### config.mk
export PLATFORM = sky130hd
export DESIGN_NAME = lanzonesCore
export DESIGN_NICKNAME = d
export VERILOG_FILES = /design/src/lanzonesPkg.sv /design/src/coreIfs.sv /design/src/busControl.sv /design/src/instrDecode.sv /design/src/regFile.sv /design/src/execUnit.sv /design/src/lanzonesCore.sv
export SDC_FILE = /design/constraint.sdc
export NUM_CORES = 2
export LEC_CHECK = 0
export BUFFER_PORTS_ARGS = -buffer_cell sky130_fd_sc_hd__buf_2
export CAP_MARGIN = 10
export CORE_AREA = 2 2 333 335
export DETAILED_ROUTE_END_ITERATION = 6
export DIE_AREA = 0 0 335 337
export GPL_TIMING_DRIVEN = 0
export PLACE_DENSITY = 0.77
export SLEW_MARGIN = 25
export SYNTH_ARGS = -nofsm -noshare
export SYNTH_HDL_FRONTEND = slang
export SYNTH_SLANG_ARGS = --single-unit
### constraint.sdc
create_clock -name clk -period 4.8 [get_ports clk]
set_input_delay 0.72 -clock clk [delete_from_list [all_inputs] [get_ports clk]]
set_output_delay 0.72 -clock clk [all_outputs]
set_load 0.02 [all_outputs]
### src/lanzonesPkg.sv
package lanzonesPkg;

   parameter int XLEN       = 32;
   parameter int REG_ADDR_W = 5;

   typedef logic [XLEN-1:0]       word_t;
   typedef logic [REG_ADDR_W-1:0] regAddr_t;

   // what the execute cycle has to do
   typedef enum logic [2:0] {
      NOP  = 3'd0,
      LUI  = 3'd1,
      ADD  = 3'd2,
      LW   = 3'd3,
      SW   = 3'd4,
      HALT = 3'd5
   } opKind_t;

   // RV32 major opcodes, plus the all-ones halt word
   parameter logic [6:0] OPC_LUI   = 7'b0110111;
   parameter logic [6:0] OPC_OP    = 7'b0110011;
   parameter logic [6:0] OPC_STORE = 7'b0100011;
   parameter logic [6:0] OPC_LOAD  = 7'b0000011;
   parameter logic [6:0] OPC_HALT  = 7'b1111111;

endpackage

### src/coreIfs.sv
interface decodedIf;
   import lanzonesPkg::*;

   opKind_t  kind;
   regAddr_t rd;
   regAddr_t rs1;
   regAddr_t rs2;
   word_t    imm;   // already placed and sign-extended

   modport driver (output kind, rd, rs1, rs2, imm);
   modport reader (input kind, rd, rs1, rs2, imm);
endinterface

interface memAccessIf;
   import lanzonesPkg::*;

   logic  req;     // one-cycle pulse in execute
   logic  write;
   word_t addr;
   word_t wData;
   logic  done;    // pulses with the vld of the data phase

   modport requester (output req, write, addr, wData, input done);
   modport bus (input req, write, addr, wData, output done);
endinterface

### src/busControl.sv
module busControl (
   input  logic               clk,
   input  logic               rstn,
   input  logic               vld,
   input  logic               lEn,
   input  lanzonesPkg::word_t rData,
   output logic               rdy,
   output logic               wEn,
   output logic               halt,
   output lanzonesPkg::word_t addr,
   output lanzonesPkg::word_t wData,
   output lanzonesPkg::word_t instr,
   output logic               execStrobe,
   memAccessIf.bus            mem,
   decodedIf.reader           dec
);
   import lanzonesPkg::*;

   typedef enum logic [1:0] {
      PH_IDLE,
      PH_FETCH,
      PH_EXEC,
      PH_DATA
   } busPhase_t;

   busPhase_t phase;
   word_t     pc;   // word address

   assign execStrobe = (phase == PH_EXEC);
   assign mem.done   = (phase == PH_DATA) && vld;

   always_ff @(posedge clk) begin
      if (!rstn) begin
         phase <= PH_IDLE;
         pc    <= '0;
         halt  <= 1'b1;
         rdy   <= 1'b0;
         wEn   <= 1'b0;
      end else begin
         case (phase)
            PH_IDLE: begin
               if (halt) begin
                  if (lEn) begin
                     halt <= 1'b0;   // fetch starts one edge later
                  end
               end else begin
                  rdy   <= 1'b1;
                  phase <= PH_FETCH;
               end
            end
            PH_FETCH: begin
               if (vld) begin
                  rdy   <= 1'b0;
                  pc    <= pc + 1'b1;
                  phase <= PH_EXEC;
               end
            end
            PH_EXEC: begin
               if (mem.req) begin
                  rdy   <= 1'b1;
                  wEn   <= mem.write;
                  phase <= PH_DATA;
               end else begin
                  if (dec.kind == HALT) begin
                     halt <= 1'b1;
                  end
                  phase <= PH_IDLE;
               end
            end
            PH_DATA: begin
               if (vld) begin
                  rdy   <= 1'b0;
                  wEn   <= 1'b0;
                  phase <= PH_IDLE;
               end
            end
         endcase
      end
   end

   // address and data only move while rdy is low
   always_ff @(posedge clk) begin
      if (phase == PH_IDLE) begin
         addr <= pc;
      end
      if (phase == PH_EXEC && mem.req) begin
         addr  <= mem.addr;
         wData <= mem.wData;
      end
      if (phase == PH_FETCH && vld) begin
         instr <= rData;
      end
   end

endmodule

### src/instrDecode.sv
module instrDecode (
   input  lanzonesPkg::word_t instr,
   decodedIf.driver           dec
);
   import lanzonesPkg::*;

   logic [6:0] opcode;

   assign opcode  = instr[6:0];
   assign dec.rd  = instr[11:7];
   assign dec.rs1 = instr[19:15];
   assign dec.rs2 = instr[24:20];

   always_comb begin
      dec.kind = NOP;   // unknown opcodes fall through as no-ops
      dec.imm  = '0;
      case (opcode)
         OPC_LUI: begin
            dec.kind = LUI;
            dec.imm  = {instr[31:12], 12'b0};
         end
         OPC_OP: begin
            dec.kind = ADD;
         end
         OPC_LOAD: begin
            dec.kind = LW;
            dec.imm  = {{(XLEN-12){instr[31]}}, instr[31:20]};
         end
         OPC_STORE: begin
            dec.kind = SW;
            // S-type splits the offset around rd
            dec.imm  = {{(XLEN-12){instr[31]}}, instr[31:25], instr[11:7]};
         end
         OPC_HALT: begin
            dec.kind = HALT;
         end
         default: begin
            dec.kind = NOP;
         end
      endcase
   end

endmodule

### src/regFile.sv
module regFile #(
   parameter int NumRegs = 32
) (
   input  logic                   clk,
   input  logic                   rstn,
   input  logic                   wEn,
   input  lanzonesPkg::regAddr_t  wAddr,
   input  lanzonesPkg::word_t     wData,
   output lanzonesPkg::word_t     rData1,
   output lanzonesPkg::word_t     rData2,
   decodedIf.reader               dec
);
   import lanzonesPkg::*;

   localparam int IdxW = $clog2(NumRegs);

   word_t regs [NumRegs];

   // indices past the array read as zero
   assign rData1 = (int'(dec.rs1) < NumRegs) ? regs[dec.rs1[IdxW-1:0]] : '0;
   assign rData2 = (int'(dec.rs2) < NumRegs) ? regs[dec.rs2[IdxW-1:0]] : '0;

   always_ff @(posedge clk) begin
      if (!rstn) begin
         for (int i = 0; i < NumRegs; i++) begin
            regs[i] <= '0;
         end
      end else if (wEn && wAddr != '0 && int'(wAddr) < NumRegs) begin
         regs[wAddr[IdxW-1:0]] <= wData;   // x0 stays zero
      end
   end

endmodule

### src/execUnit.sv
module execUnit (
   input  logic                  clk,
   input  logic                  rstn,
   input  logic                  execStrobe,
   input  lanzonesPkg::word_t    rData,
   input  lanzonesPkg::word_t    rData1,
   input  lanzonesPkg::word_t    rData2,
   decodedIf.reader              dec,
   memAccessIf.requester         mem,
   output logic                  wEn,
   output lanzonesPkg::regAddr_t wAddr,
   output lanzonesPkg::word_t    wData
);
   import lanzonesPkg::*;

   word_t    operandB;
   word_t    sum;
   logic     isMem;
   logic     loadPend;
   regAddr_t loadRd;

   // one adder for ADD and for the load/store address
   assign operandB = (dec.kind == ADD) ? rData2 : dec.imm;
   assign sum      = rData1 + operandB;

   assign isMem     = (dec.kind == LW) || (dec.kind == SW);
   assign mem.req   = execStrobe && isMem;
   assign mem.write = (dec.kind == SW);
   assign mem.addr  = sum;
   assign mem.wData = rData2;   // store data from rs2

   always_ff @(posedge clk) begin
      if (!rstn) begin
         loadPend <= 1'b0;
      end else if (mem.req && dec.kind == LW) begin
         loadPend <= 1'b1;
      end else if (mem.done) begin
         loadPend <= 1'b0;
      end
   end

   always_ff @(posedge clk) begin
      if (mem.req && dec.kind == LW) begin
         loadRd <= dec.rd;
      end
   end

   always_ff @(posedge clk) begin
      if (!rstn) begin
         wEn <= 1'b0;
      end else begin
         wEn <= (execStrobe && (dec.kind == LUI || dec.kind == ADD))
                || (mem.done && loadPend);
      end
   end

   // write-back payload
   always_ff @(posedge clk) begin
      if (execStrobe && dec.kind == LUI) begin
         wAddr <= dec.rd;
         wData <= dec.imm;
      end else if (execStrobe && dec.kind == ADD) begin
         wAddr <= dec.rd;
         wData <= sum;   // wraps mod 2^32
      end else if (mem.done && loadPend) begin
         wAddr <= loadRd;
         wData <= rData;
      end
   end

endmodule

### src/lanzonesCore.sv
module lanzonesCore #(
   parameter int NumRegs = 32
) (
   input  logic               clk,
   input  logic               rstn,
   input  logic               vld,
   input  logic               lEn,
   input  lanzonesPkg::word_t rData,
   output logic               rdy,
   output logic               wEn,
   output logic               halt,
   output lanzonesPkg::word_t addr,
   output lanzonesPkg::word_t wData
);
   import lanzonesPkg::*;

   word_t    instr;
   logic     execStrobe;
   logic     rfWEn;
   regAddr_t rfWAddr;
   word_t    rfWData;
   word_t    rData1;
   word_t    rData2;

   decodedIf   decIf ();
   memAccessIf memIf ();

   busControl u_busControl (
      .clk        (clk),
      .rstn       (rstn),
      .vld        (vld),
      .lEn        (lEn),
      .rData      (rData),
      .rdy        (rdy),
      .wEn        (wEn),
      .halt       (halt),
      .addr       (addr),
      .wData      (wData),
      .instr      (instr),
      .execStrobe (execStrobe),
      .mem        (memIf.bus),
      .dec        (decIf.reader)
   );

   instrDecode u_instrDecode (
      .instr (instr),
      .dec   (decIf.driver)
   );

   regFile #(
      .NumRegs (NumRegs)
   ) u_regFile (
      .clk    (clk),
      .rstn   (rstn),
      .wEn    (rfWEn),
      .wAddr  (rfWAddr),
      .wData  (rfWData),
      .rData1 (rData1),
      .rData2 (rData2),
      .dec    (decIf.reader)
   );

   execUnit u_execUnit (
      .clk        (clk),
      .rstn       (rstn),
      .execStrobe (execStrobe),
      .rData      (rData),   // load data straight off the bus
      .rData1     (rData1),
      .rData2     (rData2),
      .dec        (decIf.reader),
      .mem        (memIf.requester),
      .wEn        (rfWEn),
      .wAddr      (rfWAddr),
      .wData      (rfWData)
   );

endmodule

### Word level (Yosys, flattened, before mapping)

Memories as Yosys holds them, arrays and structs flattened. A register that Yosys moved wholly into a read port is not among the register bits.
Index checks and enable logic that the tools add are counted.

| storage, ports and cells | value |
|---|---|
| logic and storage cells | 101 |
| bits in registers | 177 |
| bits of input ports | 36 |
| memories kept | 1 |
| RAM bits | 1024 |
| output and inout bits | 67 |

Memories:

| memory | depth | bits a word | read ports | clocked after memory_dff | write ports | RTL line | text |
|---|---|---|---|---|---|---|---|
| u_regFile.regs | 32 | 32 | 2 | 2 | 32 | regFile.sv:17 | `word_t regs [NumRegs];` |

| operators by class | value |
|---|---|
| reduce and logical (&&, ||, !) cells | 27 |
| eq/ne operators | 20 |
| $add $sub $neg | 2 |
| mux-type cells | 38 |

Operator list:

| operator | number |
|---|---|
| 2-to-1 mux 32 bit | 7 |
| one-hot mux 32 bit (3 select lines) | 1 |
| adder 32 x 1 -> 32 bit (second input constant) | 1 |
| adder 32 bit | 1 |
| OR reduction 32 bit | 1 |
| 2-to-1 mux 5 bit | 6 |
| equality test 7 x 6 -> 1 bit (second input constant) | 3 |
| 2-to-1 mux 1 bit | 15 |
| one-hot mux 3 bit (5 select lines) | 1 |
| != test 2 bit (second input constant) | 6 |
| AND reduction 3 bit | 4 |
| logical AND 1 bit | 10 |
| 2-to-1 mux 2 bit | 4 |
| one-hot mux 2 bit (4 select lines) | 1 |
| nonzero test 2 bit | 4 |
| equality test 7 x 2 -> 1 bit (second input constant) | 1 |
| equality test 7 bit (second input constant) | 1 |
| equality test 3 x 2 -> 1 bit (second input constant) | 2 |
| equality test 3 bit (second input constant) | 2 |
| nonzero test 5 bit | 1 |
| equality test 2 bit (second input constant) | 2 |
| one-hot mux 1 bit (2 select lines) | 2 |
| equality test 3 x 1 -> 1 bit (second input constant) | 1 |
| logical OR 1 bit | 3 |
| 7 further kinds | 7 |

### Logic depth before layout (Yosys ltp)

| depth | value |
|---|---|
| depth in word-level cells | 7 |
| gate-level depth with buffers | 20 |
| gate-level depth less buffers | 17 |

### Modules after synthesis

Synthesis repeated with hierarchy kept, for this count alone.

| unflattened totals | value |
|---|---|
| cell total of the unflattened synthesis | 5519 |
| area, all modules | 65814.4 um2 |

By module, submodules not included:

| module | seq. area each (um2) | instances | area each (um2) | cells each |
|---|---|---|---|---|
| regFile | 30749.5 | 1 | 55715.9 | 4609 |
| busControl | 3623.5 | 1 | 5012.3 | 345 |
| execUnit | 1301.2 | 1 | 4526.8 | 494 |
| instrDecode | 0.0 | 1 | 559.3 | 71 |

### Least setup slack after synthesis

Ideal clock, no wire load.

| timing | value |
|---|---|
| kind | register to register |
| start | reg with a tool-made name |
| end | reg u_execUnit.wData[28] (data pin) |
| arrival | 4725 ps |
| required time | 4539 ps |
| clock period less this slack | 4985 ps |
| library setup time | 261 ps |
| path buffers | 4 |
| stages on the path, launching flop included | 18 |
| path slack | -185 ps |
| path through | dfxtp_1 > buf_2 > buf_2 > buf_1 > mux4_2 > mux4_2 > mux2_2 > ha_1 > clkbuf_1 > nor3_1 > or3_1 > a21oi_1 > nand2_1 > o21ai_1 > a311o_1 > a31oi_1 > xnor2_1 > a221o_1 |

RTL lines:

| what | RTL line | text |
|---|---|---|
| to (signal assigned) | execUnit.sv:61 | `wData <= dec.imm;` |
| to (signal assigned) | execUnit.sv:64 | `wData <= sum;` |
| to (signal assigned) | execUnit.sv:67 | `wData <= rData;` |
| to (decl) | execUnit.sv:12 | `output lanzonesPkg::word_t wData` |

==> impl_metrics.ini <==
[die]
core_mm2 = 0.110
die-area_mm2 = 0.113
start_util = 0.575
num_rows = 122
ios = 103
die_h_um = 337
dieWidth_um = 335

[clocking]
worst_skew_pair.late_latency_ns = 0.73
clockBufferDepth = 3
clk_pin_slew_ns = 0.07
htree_num_levels = 3
cts_tree = yes
cts.sinks = 1211
clock_tree.root_cell = clkbuf_16
cts_buffers = 120

[sta]
slew_viol_final = 0
tns_ns = -10.37
finClkSkew_ns = 0.0237
finalCriticalPeriod_ns = 5.40
post-route-period-util = 1.13
postLayoutSetupSlackWorst_ns = -0.602
maxSlewHeadroom = 0.240
hold_viol_final = 0
worstMarginPinSlew_ns = 1.14
fmax_mhz = 185
rsz0062_at_grt = true
setup_viol_count_final = 34

[synth]
synth-seq-cells = 1211
ys_seq_area_frac = 0.569
syn_area_per_cell_um2 = 15.7
synth_flop_cell = edfxtp_1
yosysTopAreaCell = edfxtp_1
synth_area_mm2 = 0.0630
yosys-top-cells-area = edfxtp_1 55%, mux4_2 23%, and2_1 9.9%
synth_edf_count = 1162
synth_warnings = 0
synth_top_area_frac = 0.554
synthArstFlopShare = 0
synthDistinctLibCells = 64
synthCells = 4003

[pwr]
pwr-share-seq = 0.480
p_leak_nw = 26.7
irDropWorstVdd_uv = 304
p_sw_frac = 0.257
powerDensity_mw_per_mm2 = 343
power.switching_mw = 6.50
pwr-share-comb = 0.147
total_power_mw = 25.3
power_frac_clock = 0.373
power.internal_mw = 18.8

[cells_and_area]
drive_above_1_share = 0.322
syn2layout_area_growth_pct = 17.0
stdcell_count = 5924
multiInputGateArea_mm2 = 0.0269
final_cell_mix = 1,162 x edfxtp_1, 996 x and2_1, 632 x mux4_2
final_common_cell = edfxtp_1
fill_cells = 7067
final_util = 0.673
ff_latch_area_mm2 = 0.0359
design_area_mm2 = 0.0737
nets = 4466

[setup_path]
critPathLaunchType = register
r2r_slack_ns = -0.60
end_kind = register
r2r-end = u_execUnit.wData[29]
rr_worst_depth = 17
cp_max_fo = 10
cp.arrival_ns = 5.85
crit_type = reg -> reg
cp.required_ns = 5.25

[global_routing]
grt_max_degree = 42
antenna_found_initial = 7
grt_pass1_wl_um = 287000
grt_overflow = 0
track_usage = 0.364
grt_pass1_vias = 40392

[drt]
wl_per_cell_um = 34.9
post_drt_via_cell_ratio = 6.94
antenna_left = 0
drtPass1Iterations = 6
first_iter_violations = 6656
drc_errors = 0
routed_wl_um = 207000
via_count = 41087

[run_status]
status = complete, but fails checks
violations = setup timing

[hold_path]
worstHoldStart = rData[14]
hold_path.class = in -> reg
hold_depth = 1
min_to = u_busControl.instr[14]

[placement]
dpl_cell_area_mm2 = 0.0671
io_buffers = 102
finalWeightedCongestion = 1.02
dp.cells = 5608
dp_hpwl_um = 153000

[job]
drv_cap = 0
## what timing repair did
action                                  in CTS  in global routing
pin swaps                                   52                 63
gates cloned                                 3                  0
hold buffers                                 0                  0
setup buffers                               53                 52
resized for setup                          395                 85
endpoints found under the setup margin      62                 41
hold endpoints to repair                     0                  0
## Yosys cell counts (9+ instances only)
master,n
mux2i_1,22
buf_2,33
nor2b_1,9
a221o_1,22
nand2_1,148
buf_4,11
nand4_1,10
mux4_2,632
xnor2_1,20
nand3_1,32
and3_1,9
nor2_1,100
dfxtp_1,49
a22o_1,17
buf_1,42
edfxtp_1,1162
o21ai_0,65
clkbuf_1,300
a31oi_1,9
o21a_1,10
and2_1,997
mux2_2,80
xor2_1,37
a21oi_1,33
ha_1,32
inv_1,10
a21o_1,15
## how the worst max path moves through the flow
| stage | end | cells after the start | startpoint | slack (ns) |
|---|---|---|---|---|
| 6_report | u_execUnit.wData[29] | 17 | register | -0.60 |
| 5_1_grt | u_execUnit.wData[31] | 25 | register | -0.68 |
| 4_1_cts | u_execUnit.wData[28] | 18 | register | -0.50 |
| 3_5_place_dp | u_execUnit.wData[25] | 17 | register | -2.81 |
| 3_3_place_gp | u_regFile.regs[3][25] | 5 | rstn | -3.74 |
| 2_1_floorplan | u_execUnit.wData[28] | 18 | register | -0.02 |
## flip-flops by register name, summed over array words and instances (netlist names), 2 cells and up, named ones only
name,cells
u_busControl.wData,32
u_regFile.regs,1024
u_busControl.phase,2
u_execUnit.wAddr,5
u_busControl.addr,32
u_execUnit.wData,32
u_busControl.instr,32
u_busControl.pc,32
u_execUnit.loadRd,5
## cell families after synthesis
group	Yosys count	share of synthesized area
multiplexers	734	0.244
other	1	0.0000595
adder cells (fa/ha/maj)	33	0.00667
flip-flops	1211	0.569
AND/OR/NAND/NOR	1345	0.123
XOR/XNOR	57	0.00792
AO/OA/AOI/OAI	222	0.0236
buffers and inverters	400	0.0254
## layer usage
layer,track usage,up-vias,routed length [µm]
met3,0.119,664,30200
met1,0.452,20865,67400
met2,0.576,3311,95800
met5,0,-,26
met4,0.188,4,13100
li1,-,16243,-
## final cells by class
cell class	instances	area share
Multi-Input combinational cell	2423	0.365
Tap cell	1426	0.0242
Clock buffer	150	0.0435
Antenna cell	1	0.0000339
Sequential cell	1211	0.487
Buffer	379	0.0341
Inverter	12	0.000611
Timing Repair Buffer	250	0.0369
Clock inverter	72	0.00857
## power by group through the flow
stage	clock, mW	sequential [mW]	combinational [mW]
after CTS	9.35	12.1	3.47
after detailed placement	0	12.3	3.17
after global routing	9.75	12.2	3.77
final	9.43	12.2	3.72
after global placement	0	12.4	2.99
after floorplan	0	12.3	1.90
## worst max-delay path, stage by stage, from the launching register on
cell,delay (ns)
dfxtp_1,0.51
clkbuf_1,0.63
clkbuf_1,0.63
mux4_2,0.52
mux2_2,0.36
ha_4,0.28
buf_6,0.09
nand4_1,0.11
buf_6,0.15
nor4_4,0.27
o31ai_4,0.17
nand4b_1,0.14
buf_6,0.13
a31oi_4,0.11
buf_6,0.16
o41ai_4,0.27
xor2_2,0.15
a221o_1,0.42
## through the flow
| step | setup WS, ns | hold slack (ns) |
|---|---|---|
| after floorplan | -0.0246 | 0.446 |
| after global placement | -3.74 | 0.459 |
| after detailed placement | -2.81 | 0.468 |
| after CTS | -0.496 | 0.181 |
| after global routing | -0.675 | 0.192 |
| final | -0.602 | 0.191 |
Note: power is estimated with default switching activity, not from simulation.
